==> src/hdl/sgb_load_pkg.sv <==
// Loader definitions for the Super Game Boy system block
// Host download beat, download index values, cheat code layout
// and the work RAM fill port with its stripe pattern

package sgb_load_pkg;

	// ====================
	// Host download channel
	// ====================
	typedef struct packed {
		logic        download;
		logic [7:0]  index;
		logic [24:0] addr;
		logic [15:0] dout;
		logic        wr;
	} ioctl_bus_t;

	// Only the low six bits take part in the compare
	localparam logic [7:0] IDX_GB_CART  = 8'h01;
	localparam logic [7:0] IDX_MSU_DATA = 8'h03;
	localparam logic [7:0] IDX_CART     = 8'h04;
	localparam logic [7:0] IDX_BOOT     = 8'h05;
	// Cheat list uses the full index
	localparam logic [7:0] IDX_CHEAT    = 8'hFF;

	// ====================
	// Cheat code
	// ====================
	// Each field arrives low word first
	typedef struct packed {
		logic [31:0] flags;
		logic [31:0] address;
		logic [31:0] compare;
		logic [31:0] replace;
	} cheat_code_t;

	// ====================
	// Work RAM fill
	// ====================
	localparam int RAM_ADDR_W = 17;

	typedef struct packed {
		logic                  en;
		logic [RAM_ADDR_W-1:0] addr;
		logic [7:0]            data;
	} fill_port_t;

	// Stripe bytes, A where addr[8] ^ addr[2] is set
	localparam logic [7:0] FILL_BYTE_A = 8'h66;
	localparam logic [7:0] FILL_BYTE_B = 8'h99;

endpackage

==> src/hdl/sgb_audio_pkg.sv <==
// Audio definitions for the Super Game Boy system block
// Signed sample and stereo pair types, plus the Game Boy
// sample scaling used by the mixer

package sgb_audio_pkg;

	// Signed 16-bit PCM sample
	typedef logic signed [15:0] sample_t;

	// Left and right pair
	typedef struct packed {
		sample_t l;
		sample_t r;
	} stereo_t;

	// Game Boy sample keeps its sign bit and bits 12..0,
	// then moves up by this many bits
	localparam int GB_SHIFT = 2;

	// Low bits of the Game Boy sample that are kept
	localparam int GB_KEEP_MSB = 12;

endpackage

==> src/hdl/download_router.sv <==
// Download router
// Decodes the host download index into load strobes and builds
// the core reset from every reset source. The core reset is only
// updated once every four clocks.

module download_router
	import sgb_load_pkg::*;
(
	input  logic       clk_sys,
	input  logic       RESET,
	input  ioctl_bus_t ioctl,
	input  logic       osd_reset,
	input  logic       clearing,
	output logic       cart_loading,
	output logic       gb_cart_loading,
	output logic       boot_loading,
	output logic       cheat_loading,
	output logic       core_reset
);

	logic [5:0] idx_low;
	logic       msu_data_loading;
	logic       reset_req;
	logic [1:0] div;

	// ====================
	// Index decode
	// ====================
	assign idx_low = ioctl.index[5:0];

	assign cart_loading     = ioctl.download & (idx_low == IDX_CART[5:0]);
	assign boot_loading     = ioctl.download & (idx_low == IDX_BOOT[5:0]);
	assign msu_data_loading = ioctl.download & (idx_low == IDX_MSU_DATA[5:0]);
	// Index 0 is also a Game Boy cartridge
	assign gb_cart_loading  = ioctl.download &
		((idx_low == IDX_GB_CART[5:0]) || (ioctl.index == 8'h00));
	assign cheat_loading    = ioctl.download & (ioctl.index == IDX_CHEAT);

	// ====================
	// Core reset
	// ====================
	assign reset_req = RESET | osd_reset | cart_loading | gb_cart_loading |
		boot_loading | msu_data_loading | clearing;

	always_ff @(posedge clk_sys) begin
		if (RESET) begin
			div        <= 2'd0;
			core_reset <= 1'b1;
		end else begin
			div <= div + 2'd1;
			// Sample the request on one phase of the divider
			if (div == 2'd2)
				core_reset <= reset_req;
		end
	end

endmodule

==> src/hdl/cheat_code_assembler.sv <==
// Cheat code assembler
// Collects eight 16-bit download words into one cheat code and
// pulses valid for one clock once the last word is in. Also flags
// the start of a new cheat list or Game Boy cartridge.

module cheat_code_assembler
	import sgb_load_pkg::*;
(
	input  logic        clk_sys,
	input  logic        RESET,
	input  ioctl_bus_t  ioctl,
	input  logic        cheat_loading,
	input  logic        gb_cart_loading,
	output cheat_code_t cheat_code,
	output logic        cheat_valid,
	output logic        cheat_reset
);

	logic cheat_wr;

	assign cheat_wr = cheat_loading & ioctl.wr;

	// New list starts at address 0
	assign cheat_reset = (cheat_wr && (ioctl.addr == '0)) || gb_cart_loading;

	// Code words, payload only
	always_ff @(posedge clk_sys) begin
		if (cheat_wr) begin
			case (ioctl.addr[3:0])
				4'd0:  cheat_code.flags[15:0]    <= ioctl.dout;
				4'd2:  cheat_code.flags[31:16]   <= ioctl.dout;
				4'd4:  cheat_code.address[15:0]  <= ioctl.dout;
				4'd6:  cheat_code.address[31:16] <= ioctl.dout;
				4'd8:  cheat_code.compare[15:0]  <= ioctl.dout;
				4'd10: cheat_code.compare[31:16] <= ioctl.dout;
				4'd12: cheat_code.replace[15:0]  <= ioctl.dout;
				4'd14: cheat_code.replace[31:16] <= ioctl.dout;
				default: ;
			endcase
		end
	end

	// One clock strobe after the top replace word
	always_ff @(posedge clk_sys) begin
		if (RESET)
			cheat_valid <= 1'b0;
		else
			cheat_valid <= cheat_wr && (ioctl.addr[3:0] == 4'd14);
	end

endmodule

==> src/hdl/ram_clear_sequencer.sv <==
// Work RAM clear sequencer
// On the start of a cartridge load, sweeps every RAM address once
// and writes the striped fill pattern through the second port

module ram_clear_sequencer
	import sgb_load_pkg::*;
#(
	parameter int FILL_ADDR_W = 17
) (
	input  logic       clk_sys,
	input  logic       RESET,
	input  logic       cart_loading,
	output logic       clearing,
	output fill_port_t fill
);

	logic                   cart_q;
	logic                   cart_q_d;
	logic [FILL_ADDR_W-1:0] fill_cnt;

	// ====================
	// Load edge and sweep
	// ====================
	always_ff @(posedge clk_sys) begin
		if (RESET) begin
			cart_q   <= 1'b0;
			cart_q_d <= 1'b0;
			clearing <= 1'b0;
			fill_cnt <= '0;
		end else begin
			cart_q   <= cart_loading;
			cart_q_d <= cart_q;

			if (cart_q & ~cart_q_d)
				clearing <= 1'b1;
			// Last address goes out this cycle
			if (&fill_cnt)
				clearing <= 1'b0;

			if (clearing)
				fill_cnt <= fill_cnt + 1'b1;
			else
				fill_cnt <= '0;
		end
	end

	// ====================
	// Fill port
	// ====================
	assign fill.en   = clearing;
	assign fill.addr = RAM_ADDR_W'(fill_cnt);
	assign fill.data = (fill_cnt[8] ^ fill_cnt[2]) ? FILL_BYTE_A : FILL_BYTE_B;

endmodule

==> src/hdl/audio_mixer.sv <==
// Audio mixer
// Adds the scaled Game Boy audio to the main audio and, when the
// MSU player is on, mixes its samples in as well. Output is registered.

module audio_mixer
	import sgb_audio_pkg::*;
(
	input  logic    clk_sys,
	input  logic    RESET,
	input  stereo_t main_audio,
	input  stereo_t gb_audio,
	input  stereo_t msu_audio,
	input  logic    msu_enable,
	output stereo_t audio_out
);

	stereo_t mix;

	// Each stage sums in 17 bits and keeps the top 16
	function automatic sample_t mix_channel(input sample_t main_s, input sample_t gb_s,
			input sample_t msu_s, input logic msu_on);
		logic [15:0] gb_scaled;
		logic [16:0] base_sum;
		logic [16:0] msu_sum;
		gb_scaled = {gb_s[15], gb_s[GB_KEEP_MSB:0], {GB_SHIFT{1'b0}}};
		base_sum  = {main_s[15], main_s} + {gb_scaled[15], gb_scaled};
		msu_sum   = {base_sum[16], base_sum[16:1]} + {msu_s[15], msu_s};
		if (msu_on)
			return msu_sum[16:1];
		return base_sum[16:1];
	endfunction

	always_comb begin
		mix.l = mix_channel(main_audio.l, gb_audio.l, msu_audio.l, msu_enable);
		mix.r = mix_channel(main_audio.r, gb_audio.r, msu_audio.r, msu_enable);
	end

	always_ff @(posedge clk_sys) begin
		if (RESET)
			audio_out <= '0;
		else
			audio_out <= mix;
	end

endmodule

==> src/hdl/sgb_system_top.sv <==
// Super Game Boy system support top level
// Ties the download router, cheat assembler, RAM clear sequencer
// and audio mixer around the core

module sgb_system_top
	import sgb_load_pkg::*;
	import sgb_audio_pkg::*;
#(
	parameter int FILL_ADDR_W = 17
) (
	input  logic        clk_sys,
	input  logic        RESET,
	input  ioctl_bus_t  ioctl,
	input  logic        osd_reset,
	input  stereo_t     main_audio,
	input  stereo_t     gb_audio,
	input  stereo_t     msu_audio,
	input  logic        msu_enable,
	output logic        cart_loading,
	output logic        gb_cart_loading,
	output logic        boot_loading,
	output logic        core_reset,
	output cheat_code_t cheat_code,
	output logic        cheat_valid,
	output logic        cheat_reset,
	output logic        clearing,
	output fill_port_t  fill,
	output stereo_t     audio_out
);

	logic cheat_loading;

	// ====================
	// Loader side
	// ====================
	download_router u_router (
		.clk_sys         (clk_sys),
		.RESET           (RESET),
		.ioctl           (ioctl),
		.osd_reset       (osd_reset),
		.clearing        (clearing),
		.cart_loading    (cart_loading),
		.gb_cart_loading (gb_cart_loading),
		.boot_loading    (boot_loading),
		.cheat_loading   (cheat_loading),
		.core_reset      (core_reset)
	);

	cheat_code_assembler u_cheats (
		.clk_sys         (clk_sys),
		.RESET           (RESET),
		.ioctl           (ioctl),
		.cheat_loading   (cheat_loading),
		.gb_cart_loading (gb_cart_loading),
		.cheat_code      (cheat_code),
		.cheat_valid     (cheat_valid),
		.cheat_reset     (cheat_reset)
	);

	ram_clear_sequencer #(
		.FILL_ADDR_W (FILL_ADDR_W)
	) u_clear (
		.clk_sys      (clk_sys),
		.RESET        (RESET),
		.cart_loading (cart_loading),
		.clearing     (clearing),
		.fill         (fill)
	);

	// ====================
	// Audio
	// ====================
	audio_mixer u_mixer (
		.clk_sys    (clk_sys),
		.RESET      (RESET),
		.main_audio (main_audio),
		.gb_audio   (gb_audio),
		.msu_audio  (msu_audio),
		.msu_enable (msu_enable),
		.audio_out  (audio_out)
	);

endmodule

==> config.mk <==
export PLATFORM = sky130hd
export DESIGN_NAME = sgb_system_top
export DESIGN_NICKNAME = d
export VERILOG_FILES = /design/src/hdl/sgb_load_pkg.sv /design/src/hdl/sgb_audio_pkg.sv /design/src/hdl/download_router.sv /design/src/hdl/cheat_code_assembler.sv /design/src/hdl/ram_clear_sequencer.sv /design/src/hdl/audio_mixer.sv /design/src/hdl/sgb_system_top.sv
export SDC_FILE = /design/constraint.sdc
export NUM_CORES = 1
export LEC_CHECK = 0
export ABC_AREA = 1
export BUFFER_PORTS_ARGS = -buffer_cell sky130_fd_sc_hd__buf_2
export CORE_ASPECT_RATIO = 2
export CORE_MARGIN = 1.5
export CORE_UTILIZATION = 40
export CTS_CLUSTER_DIAMETER = 120
export DETAILED_ROUTE_END_ITERATION = 6
export PLACE_DENSITY = 0.81
export REMOVE_ABC_BUFFERS = 1
export SLEW_MARGIN = 20
export SYNTH_ARGS = -nofsm -noshare
export SYNTH_HDL_FRONTEND = slang
export SYNTH_SLANG_ARGS = --single-unit
export TNS_END_PERCENT = 100
==> constraint.sdc <==
create_clock -name clk_sys -period 2.5 [get_ports clk_sys]
set_input_delay 0.375 -clock clk_sys [delete_from_list [all_inputs] [get_ports clk_sys]]
set_output_delay 0.375 -clock clk_sys [all_outputs]
set_load 0.01 [all_outputs]
* Word level (Yosys, flattened, before mapping)
Cells that the tools add are included.
** Cells by class
- Bitwise logic cells :: 16
- Muxes and demuxes :: 6
- $add $sub $neg :: 6
- Reduce and logical (&&, ||, !) cells :: 18
- Eq/ne operators :: 13
** Operators with widths (count)
- $add 16x16->17 :: 4
- $mux 16 :: 4
- $logic_not 25->1 :: 1
- $add 17x1->17 const B :: 1
- $reduce_and 17->1 :: 1
- $eq 4x4->1 const B :: 4
- $reduce_and 2->1 :: 8
- $eq 6x3->1 const B :: 2
- $eq 4x3->1 const B :: 2
- $eq 8x8->1 const B :: 1
- $logic_not 8->1 :: 1
- $mux 8 :: 1
- $and 1x1->1 :: 7
- $eq 6x1->1 const B :: 1
- $eq 6x2->1 const B :: 1
- $or 1x1->1 :: 6
- $eq 4x2->1 const B :: 1
- $logic_not 4->1 :: 1
- $reduce_or 2->1 :: 2
- $add 2x1->2 const B :: 1
- $eq 2x2->1 const B :: 1
- $logic_and 1x1->1 :: 2
- $logic_or 1x1->1 :: 2
- $not 1->1 :: 2
- 2 further kinds :: 2
** Storage, ports and cells
- Word-level logic and storage cells :: 76
- Input bits :: 151
- Output and inout bits :: 193
- Bits in registers :: 184

* Depth between registers and ports, before layout
Gate-level depths: netlist (run 1).
- Depth after elaboration :: 7
- Mapped depth :: 22
- Depth with buffers taken out :: 22

* Modules after synthesis
A second synthesis (run 1) with hierarchy kept.
** Unflattened totals
- Cell total of the unflattened synthesis :: 1291
- Area, all modules :: 10279.9 sq um
** Modules (own cells, without submodules)
- audio_mixer :: sequential area each 640.6 sq um, area each 4959.8 sq um, cells each 921, times used 1
- cheat_code_assembler :: sequential area each 3863.7 sq um, area each 4115.2 sq um, cells each 189, times used 1
- ram_clear_sequencer :: sequential area each 400.4 sq um, area each 978.4 sq um, cells each 143, times used 1
- download_router :: sequential area each 60.1 sq um, area each 226.5 sq um, cells each 38, times used 1

* Worst setup path before layout (run 1)
OpenSTA, ideal clock, no wires.
- Path kind :: in2reg
- Start point :: input port main_audio[2] (netlist name)
- End point :: register u_mixer.audio_out[14] (netlist name)
- Required time :: 2.387 ns
- Path buffers :: 0
- Cell stages on the path :: 20
- Arrival time :: 2.539 ns
- Path slack :: -0.152 ns
- Library setup time :: 0.113 ns
- Cells stage by stage :: ha_1 -> inv_1 -> fa_1 -> inv_1 -> nand3_1 -> nand3_1 -> a21oi_1 -> or2_2 -> nand2_1 -> ha_1 -> nand2_1 -> inv_1 -> nand2_1 -> nand2_1 -> a21oi_1 -> nand2_1 -> nand2_1 -> nand3_1 -> nand2_1 -> nor2_1
** On the way
- Cells in the longest elaborated chain, start to end :: 4
** Ends and longest elaborated chain
- from (decl) :: line sgb_system_top.sv:15 : input stereo_t main_audio,
- $add 16x16->17 (*) :: line audio_mixer.sv:26 : base_sum = {main_s[15], main_s} + {gb_scaled[15], gb_scaled};
- $add 16x16->17 :: line audio_mixer.sv:27 : msu_sum = {base_sum[16], base_sum[16:1]} + {msu_s[15], msu_s};
- $mux 16 :: line audio_mixer.sv:28 : if (msu_on)
- $mux 16 (*) :: line audio_mixer.sv:30 : return base_sum[16:1];
Mark *: on every way between the ends. The rest lies on a longest branch, timed or not. The select of a mux whose other input is x is not followed.
A chain may end at the register's enable or synchronous reset.

* Worst setup path in the final report (run 1)
- Start point :: input port main_audio[18] (netlist name)
- End point :: register u_mixer.audio_out[27] (netlist name)
** On the way
- Cells in the longest elaborated chain, start to end :: 4
** Ends and longest elaborated chain (line)
- $add 16x16->17 (*) :: audio_mixer.sv:26
- $add 16x16->17 :: audio_mixer.sv:27
- $mux 16 :: audio_mixer.sv:28
- $mux 16 (*) :: audio_mixer.sv:30
Marked as above.

==> results of run 1 <==
[state kept, by name, indices dropped and copies added, names as in the netlist]
signal                cells
u_mixer.audio_out        32
u_clear.fill_cnt         17
u_router.core_reset       1
u_router.div              2
u_clear.clearing          1
u_clear.cart_q_d          1
u_clear.cart_q            1
u_cheats.cheat_valid      1
u_cheats.cheat_code     128
[Yosys cell counts (all sizes together)]
library cell	number	area share
buf	7	0.0053
o21ai	27	0.014
fa	4	0.0081
edfxtp	128	0.39
xnor2	9	0.0080
clkbuf	9	0.0034
inv	195	0.074
nand3b	5	0.0038
o21a	1	0.00076
nand3	72	0.037
or2	5	0.0032
dfxtp	56	0.11
ha	67	0.085
and2	4	0.0025
nor4	6	0.0038
nand4	12	0.0076
xor2	16	0.014
o21bai	5	0.0038
nand2	347	0.13
nor3	22	0.013
a21oi	63	0.032
nor2	105	0.042
[logic make-up after synthesis]
kind of cell / share of synthesized area
xor+xnor: 0.0223
flops: 0.505
compound gates: 0.0508
buf+inv: 0.0832
simple gates: 0.246
fa+ha+maj: 0.0934
[report_power, final]
group	internal (W)	leakage [nW]	switching (W)
Combinational	0.00107	5.02	0.00136
Sequential	0.00334	1.61	0.0000275
Clock	0.00144	0.287	0.00125
[cell type report]
type,count,area share
diodes,5,0.000916
flip-flops and latches,184,0.364
repair buffers,446,0.187
inverters,195,0.0536
clock buffers,18,0.0314
multi-input cells,770,0.324
well taps,290,0.0266
clock inverters,14,0.0124
[path summary, 6_finish.rpt]
kind,start,endpoint,slack (ns),cells after the start
setup / recovery,main_audio[18],u_mixer.audio_out[27]$_SDFF_PP0_,0.03,19
hold / removal,ioctl[17],u_cheats.cheat_valid$_SDFF_PP0_,0.20,2
setup reg to reg,u_clear.fill_cnt[0]$_SDFF_PP0_,u_clear.fill_cnt[16]$_SDFF_PP0_,0.60,10
hold reg to reg,u_router.div[0]$_SDFF_PP0_,u_router.div[0]$_SDFF_PP0_,0.41,1
[worst max-delay path, stage by stage]
cell     delay (ns)
buf_2          0.10
ha_1           0.21
inv_1          0.08
fa_2           0.21
inv_1          0.06
nand3_1        0.11
nand3_2        0.10
buf_4          0.15
xor2_2         0.14
ha_1           0.35
nand2_1        0.09
nor2_1         0.15
nand3_1        0.13
nand2_2        0.16
nand2_1        0.10
nand2_1        0.07
nand2_1        0.05
a21oi_1        0.12
nor2_1         0.05
[layer usage]
metal  vias to the layer above  part of all wire
met3                       114             0.071
li1                       4649                 -
met2                       434              0.53
met5                         -           0.00027
met4                         2             0.064
met1                      4295              0.33
[through the flow]
step                power (W)  cells  area (µm²)  setup TNS [ns]   util
finish                0.00847   1922       13700               0  0.561
global placement      0.00559   1881       12700           -7.31  0.521
global route          0.00894   1918       13600          -0.324  0.561
floorplan             0.00470   1149        9750          -0.992      -
CTS                   0.00834   1913       13300       -0.000210  0.546
detailed placement    0.00563   1881       12700           -8.27  0.521
[repair_timing]
| action | in CTS | in global routing |
|---|---|---|
| setup endpoints to repair | 4 | 18 |
| pin swaps | 0 | 14 |
| setup buffers | 0 | 4 |
| gates resized for setup | 4 | 65 |
| cloned | 0 | 0 |
==> impl_metrics.py, run 1 <==
metrics = {
    "status": {
        "status": "complete, no violations",
    },
    "sta": {
        "fin_crit_sh": 0.987,
        "hold_viol_final": 0,
        "tightest_slew_ns": 0.491,
        "whs_ns": 0.205,
        "period_minus_slack_ns": 2.47,
        "clock.fmax_ghz": 0.405,
        "slew_violations": 0,
        "worst_slack_ns": 0.0336,
        "setup_violations": 0,
        "rsz0062_at_grt": "yes",
        "slew_headroom": 0.672,
        "clock_skew_ns": 0.00496,
    },
    "finish": {
        "regArea_um2": 4960,
        "syn_to_final_growth_pct": 38.8,
        "layout-drive-gt1-share": 0.345,
        "multi_input_area_um2": 4430,
        "mostFrequentLayoutCell": "buf_2",
        "layout_common_cells": "buf_2 (337), nand2_1 (325), inv_1 (194)",
        "nFillCells": 2076,
        "final_nets": 1836,
    },
    "power": {
        "power_leakage_nw": 6.92,
        "powerDensity_nw_per_um2": 620,
        "peakVddDrop_mv": 0.407,
    },
    "clock_tree": {
        "htree_levels": 4,
        "cts_root_buf": "clkbuf_16",
        "clockBufferDepth": 2,
        "postCtsHoldBufs": 0,
        "cts_tree": "done",
        "clkSlewWorstSetupHoldPaths_ns": 0.08,
        "clock_sinks": 184,
        "cts_made_buffers": 17,
        "clk_latency_ns": 0.43,
    },
    "die": {
        "die_y_um": 225,
        "die_x_um": 114,
        "core_area_um2": 24300,
        "die-area_um2": 25600,
        "fp-row-count": 81,
        "io_pins": 344,
        "start_util": 0.404,
    },
    "route": {
        "drc": 0,
        "drt-initial-drc-count": 473,
        "via_per_inst": 4.94,
        "dr.pass1.iters": 5,
        "vias": 9494,
        "routedWlPerCell_um": 15.3,
        "ant_nets": 0,
        "wl_mm": 29.4,
    },
    "run": {
        "maxCapViolCount": 0,
    },
    "yosys": {
        "seq_area_frac_synth": 0.505,
        "synth.distinct_cells": 29,
        "yosys_register_bits": 184,
        "synth_cells": 1165,
        "yosys_warnings": 0,
        "synth_area_um2": 9840,
        "syn_area_per_cell_um2": 8.44,
    },
    "placed_design": {
        "place_ws_ns": -0.529,
        "gp_congestion": 0.968,
        "io_buffers": 337,
        "hpwl_mm": 24.0,
    },
    "setup_path": {
        "critPathLaunchType": "primary input",
        "critPathArrivalTime_ns": 2.80,
        "crit_type": "in -> reg",
        "worstSetupEndpointType": "flip-flop",
        "cp.required_ns": 2.84,
        "cp_max_fo": 4,
    },
    "global_route": {
        "grt_use_met1": 0.192,
        "grt_overflow": 0,
        "antenna_found_initial": 6,
        "grt.total_usage": 0.222,
        "grt_pass1_vias": 9106,
        "grt_max_degree": 33,
        "grt_util_met2": 0.428,
        "grt_first_pass_wirelength_mm": 43.0,
        "busiest_layer": "met2",
        "use_met3": 0.0550,
    },
    "hold_path": {
        "min_path_type": "in -> reg",
    },
}
No activity file was read; power rests on OpenSTA's default activity.
==> run 2: changes to the inputs <==
Settings changed: CORE_ASPECT_RATIO 2 to 1.75.
==> impl_metrics.py, run 2 (synthesis gave the netlist of run 1 again) <==
metrics = {
    "status": {
        "status": "finished, violations left",
        "violations": "design-rule violations",
    },
    "power": {
        "power_leakage_nw": 6.85,
        "combPwrFrac": 0.279,
        "pwr-share-seq": 0.399,
        "finalPower_w": 0.00844,
        "intPower_w": 0.00583,
        "switchingPower_w": 0.00261,
        "peakVddDrop_mv": 0.485,
        "p_sw_frac": 0.309,
        "powerDensity_nw_per_um2": 624,
        "power.share.clock": 0.323,
    },
    "route": {
        "drt-initial-drc-count": 486,
        "dr.pass1.iters": 7,
        "wl_mm": 28.8,
        "vias": 9293,
        "ant_nets": 0,
        "drc": 3,
        "via_per_inst": 4.84,
        "routedWlPerCell_um": 15.0,
    },
    "clock_tree": {
        "clockBufferDepth": 2,
        "cts_root_buf": "clkbuf_16",
        "clock_sinks": 184,
        "clk_latency_ns": 0.44,
        "postCtsHoldBufs": 0,
        "cts_made_buffers": 17,
        "clkSlewWorstSetupHoldPaths_ns": 0.08,
        "htree_levels": 4,
        "cts_tree": "done",
    },
    "finish": {
        "final_nets": 1820,
        "mostFrequentLayoutCell": "buf_2",
        "nFillCells": 2134,
        "multi_input_area_um2": 4440,
        "final_core_utilization": 0.563,
        "layout_common_cells": "buf_2 (337), nand2_1 (327), inv_1 (190)",
        "regArea_um2": 4960,
        "syn_to_final_growth_pct": 37.5,
        "layout-drive-gt1-share": 0.340,
        "largest_register_ffs": 128,
    },
    "die": {
        "die-area_um2": 25600,
        "start_util": 0.409,
        "die_x_um": 122,
        "die_y_um": 210,
        "io_pins": 344,
        "fp-row-count": 75,
        "core_area_um2": 24000,
    },
    "sta": {
        "period_minus_slack_ns": 2.39,
        "worst_slack_ns": 0.115,
        "hold_viol_final": 0,
        "clock.fmax_ghz": 0.419,
        "whs_ns": 0.172,
        "tns_ns": 0,
        "fin_crit_sh": 0.954,
        "tightest_slew_ns": 0.585,
        "rsz0062_at_grt": "yes",
        "slew_headroom": 0.607,
        "setup_violations": 0,
        "clock_skew_ns": 0.00979,
        "slew_violations": 0,
    },
    "setup_path": {
        "path_cells": "buf_2 > ha_2 > inv_1 > fa_2 > inv_2 > nand3_1 > nand3_2 > a21oi_2 > or2_4 > nand2_2 > ha_4 > nand2_1 > nand2_2 > a21oi_4 > nor2_1 > nor2_1 > nand3_1 > nand2_1 > nor2_1 > nor2_1",
        "ff2ff_path_depth": 10,
        "cp_num_cells": 20,
        "worstSetupEndpointType": "flip-flop",
        "crit_top_cell": "nor2_1",
        "critPathArrivalTime_ns": 2.78,
        "cpLargestDelayFamily": "simple AND/OR/NAND/NOR gates",
        "crit_type": "in -> reg",
        "cp_max_fo": 5,
        "path_buf_inv": 3,
        "cp.required_ns": 2.89,
        "slowest_delay_ns": 0.36,
        "slowest_stage": "fa_2",
        "critPathLaunchType": "primary input",
    },
    "run": {
        "maxCapViolCount": 0,
    },
    "hold_path": {
        "min_path_type": "in -> reg",
        "hold_depth": 2,
    },
    "placed_design": {
        "place_ws_ns": -0.512,
        "gp_congestion": 0.948,
        "hpwl_mm": 23.3,
        "io_buffers": 337,
    },
    "global_route": {
        "grt.total_usage": 0.220,
        "grt_max_degree": 33,
        "antenna_found_initial": 4,
        "busiest_layer": "met2",
        "grt_first_pass_wirelength_mm": 42.9,
        "grt_util_met2": 0.417,
        "grt_pass1_vias": 8805,
        "use_met3": 0.0514,
        "grt_overflow": 0,
        "grt_use_met1": 0.223,
    },
}
==> run 2: path summary, 6_finish.rpt <==
| kind | startpoint | to | slack, ns |
|---|---|---|---|
| worst max-delay path | main_audio[18] | u_mixer.audio_out[31]$_SDFF_PP0_ | 0.11 |
| worst min-delay path | ioctl[42] | u_clear.cart_q$_SDFF_PP0_ | 0.17 |
| worst max register to register | u_clear.fill_cnt[0]$_SDFF_PP0_ | u_clear.fill_cnt[16]$_SDFF_PP0_ | 0.57 |
| worst min register to register | u_router.div[0]$_SDFF_PP0_ | u_router.div[0]$_SDFF_PP0_ | 0.42 |
==> run 2: layout make-up <==
cell class                      count  area share
Multi-Input combinational cell    770       0.328
Clock inverter                     14      0.0129
Antenna cell                        1    0.000185
Timing Repair Buffer              430       0.176
Tap cell                          308      0.0285
Sequential cell                   184       0.367
Clock buffer                       18      0.0325
Inverter                          195      0.0541
==> run 2: repair_timing <==
| action | 4_1_cts | 5_1_grt |
|---|---|---|
| endpoints found under the setup margin | 1 | 21 |
| endpoints found under the hold margin | 0 | 0 |
| pin swaps | 0 | 14 |
| setup buffers | 0 | 2 |
| gates resized for setup | 1 | 68 |
==> run 2: metal layers <==
metal	vias to the layer above	part of all wire
met4	4	0.028
met5	-	0.00080
met2	383	0.53
met1	4234	0.37
met3	55	0.074
li1	4617	-
==> run 2: worst reg2reg max path: stages, from the launching register on <==
cell and delay [ns]:
dfxtp_1 0.41, ha_1 0.23, nand3_1 0.15, nor3_2 0.20
nand2_1 0.13, nor3_2 0.16, nand2_1 0.10, nor2_1 0.12
ha_1 0.25, inv_1 0.05, nor2_1 0.03
==> run 2: metrics by stage <==
stage / instance area [µm²] / std cells
detailed placement: 12500 / 1885
CTS: 13200 / 1917
global placement: 12500 / 1885
floorplan: 9750 / 1149
finish: 13500 / 1920
global route: 13500 / 1919
==> run 2: power groups by stage <==
stage	Sequential (W)	Combinational (W)	Clock [W]
after floorplan	0.00347	0.00122	0
after global placement	0.00343	0.00209	0
after detailed placement	0.00343	0.00214	0
after CTS	0.00336	0.00215	0.00278
after global routing	0.00337	0.00263	0.00290
final	0.00336	0.00235	0.00272
==> run 3: changes to the inputs <==
Settings changed: CTS_BUF_LIST set to sky130_fd_sc_hd__clkbuf_16.
==> impl_metrics.py, run 3 (synthesis gave the netlist of run 1 again) <==
metrics = {
    "status": {
        "status": "complete, no violations",
    },
    "setup_path": {
        "r2r-end": "u_clear.fill_cnt[16]$_SDFF_PP0_",
        "critPathArrivalTime_ns": 2.78,
        "worst-r2r-setup-slack_ns": 0.57,
        "crit-reg2reg-launch": "u_clear.fill_cnt[0]$_SDFF_PP0_",
        "worstSetupEndpointType": "flip-flop",
        "critPathLaunchType": "primary input",
        "crit_type": "in -> reg",
        "cp_max_fo": 5,
        "ff2ff_path_depth": 10,
        "cp.required_ns": 2.89,
    },
    "route": {
        "routedWlPerCell_um": 15.0,
        "ant_nets": 0,
        "drc": 0,
        "vias": 9310,
        "via_per_inst": 4.85,
        "dr.pass1.iters": 5,
        "drt-initial-drc-count": 490,
        "wl_mm": 28.8,
    },
    "power": {
        "power_leakage_nw": 6.84,
        "peakVddDrop_mv": 0.484,
        "powerDensity_nw_per_um2": 622,
        "finalPower_w": 0.00841,
    },
    "global_route": {
        "grt.total_usage": 0.220,
        "grt_max_degree": 33,
        "grt_first_pass_wirelength_mm": 42.9,
        "grt_overflow": 0,
        "grt_pass1_vias": 8805,
        "antenna_found_initial": 4,
    },
    "sta": {
        "period_minus_slack_ns": 2.38,
        "slew_violations": 0,
        "slew_headroom": 0.607,
        "tightest_slew_ns": 0.585,
        "clock.fmax_ghz": 0.419,
        "fin_crit_sh": 0.954,
        "rsz0062_at_grt": "yes",
        "hold_viol_final": 0,
        "setup_violations": 0,
        "clock_skew_ns": 0.0101,
    },
    "clock_tree": {
        "cts_made_buffers": 17,
        "htree_levels": 4,
        "postCtsHoldBufs": 0,
        "cts_tree": "done",
        "clkSlewWorstSetupHoldPaths_ns": 0.08,
        "clk_latency_ns": 0.44,
        "clockBufferDepth": 2,
        "cts_root_buf": "clkbuf_16",
        "clock_sinks": 184,
    },
    "placed_design": {
        "hpwl_mm": 23.3,
        "dp_cells": 1885,
        "io_buffers": 337,
        "place_area_um2": 12500,
        "gp_congestion": 0.948,
    },
    "finish": {
        "final_core_utilization": 0.562,
        "layout_common_cells": "buf_2 (337), nand2_1 (327), inv_1 (190)",
        "final_nets": 1820,
        "multi_input_area_um2": 4440,
        "largest_register_ffs": 128,
        "layout-drive-gt1-share": 0.340,
        "instances_no_fill": 1920,
        "regArea_um2": 4960,
        "fin_area_um2": 13500,
        "nFillCells": 2133,
        "syn_to_final_growth_pct": 37.4,
        "mostFrequentLayoutCell": "buf_2",
    },
    "hold_path": {
        "hold_depth": 2,
        "hold_start": "ioctl[42]",
        "min_path_type": "in -> reg",
        "holdPathEnd": "u_clear.cart_q$_SDFF_PP0_",
    },
    "run": {
        "maxCapViolCount": 0,
    },
    "die": {
        "io_pins": 344,
        "die_x_um": 122,
        "core_area_um2": 24000,
        "die-area_um2": 25600,
        "die_y_um": 210,
        "start_util": 0.409,
        "fp-row-count": 75,
    },
}
run 3: cell count changes in the layout (fill, tap and decap cells not counted), sizes merged:
cell / delta
clkbuf: -1
clkinv: +1
run 3: worst max-delay path by stage:
| stage | start | to | slack (ns) | depth (start not counted) |
|---|---|---|---|---|
| final | main_audio[18] | u_mixer.audio_out[31]$_SDFF_PP0_ | 0.12 | 20 |
| after global routing | main_audio[18] | u_mixer.audio_out[31]$_SDFF_PP0_ | -0.09 | 20 |
| after CTS | main_audio[18] | u_mixer.audio_out[31]$_SDFF_PP0_ | 0.03 | 20 |
| after detailed placement | main_audio[18] | u_mixer.audio_out[31]$_SDFF_PP0_ | -0.51 | 20 |
| after global placement | main_audio[18] | u_mixer.audio_out[31]$_SDFF_PP0_ | -0.47 | 20 |
| after floorplan | main_audio[18] | u_mixer.audio_out[31]$_SDFF_PP0_ | -0.15 | 18 |
run 3: metrics by stage:
stage / hold WS [ns] / TNS (ns) / setup WS, ns
after floorplan: 0.388 / -0.992 / -0.146
after global placement: 0.400 / -6.82 / -0.465
after detailed placement: 0.411 / -8.21 / -0.512
after CTS: 0.152 / 0 / 0.0302
after global routing: 0.176 / -0.444 / -0.0902
final: 0.172 / 0 / 0.116
run 3: area by class of cell:
cell class	instances	area share
inverters	195	0.0542
repair buffers	430	0.177
flip-flops and latches	184	0.367
diodes	1	0.000185
clock inverters	15	0.0132
well taps	308	0.0285
clock buffers	17	0.0315
multi-input cells	770	0.328
run 3: critical path, stage by stage:
cell and delay [ns]:
buf_2 0.08, ha_2 0.18, inv_1 0.06, fa_2 0.36
inv_2 0.07, nand3_1 0.08, nand3_2 0.12, a21oi_2 0.06
or2_4 0.23, nand2_2 0.07, ha_4 0.21, nand2_1 0.08
nand2_2 0.08, a21oi_4 0.19, nor2_1 0.06, nor2_1 0.17
nand3_1 0.10, nand2_1 0.07, nor2_1 0.04, nor2_1 0.07
run 3: report_power, final:
part	internal (W)	total, W	switching (W)
combinational	0.00103	0.00235	0.00132
clock	0.00143	0.00269	0.00126
sequential	0.00334	0.00336	0.0000261
run 3: routing by layer:
| layer | GRT usage | up-vias | wire length [µm] |
|---|---|---|---|
| met3 | 0.0514 | 58 | 2170 |
| met5 | 0 | - | 23 |
| met1 | 0.223 | 4229 | 10500 |
| met4 | 0.0966 | 4 | 824 |
| met2 | 0.417 | 402 | 15300 |
| li1 | - | 4617 | - |
run 3: what timing repair did:
action | 4_1_cts | 5_1_grt
endpoints found under the hold margin | 0 | 0
endpoints found under the setup margin | 1 | 21
pin swaps | 0 | 14
resized for setup | 1 | 68
gates cloned | 0 | 0
setup buffers | 0 | 2
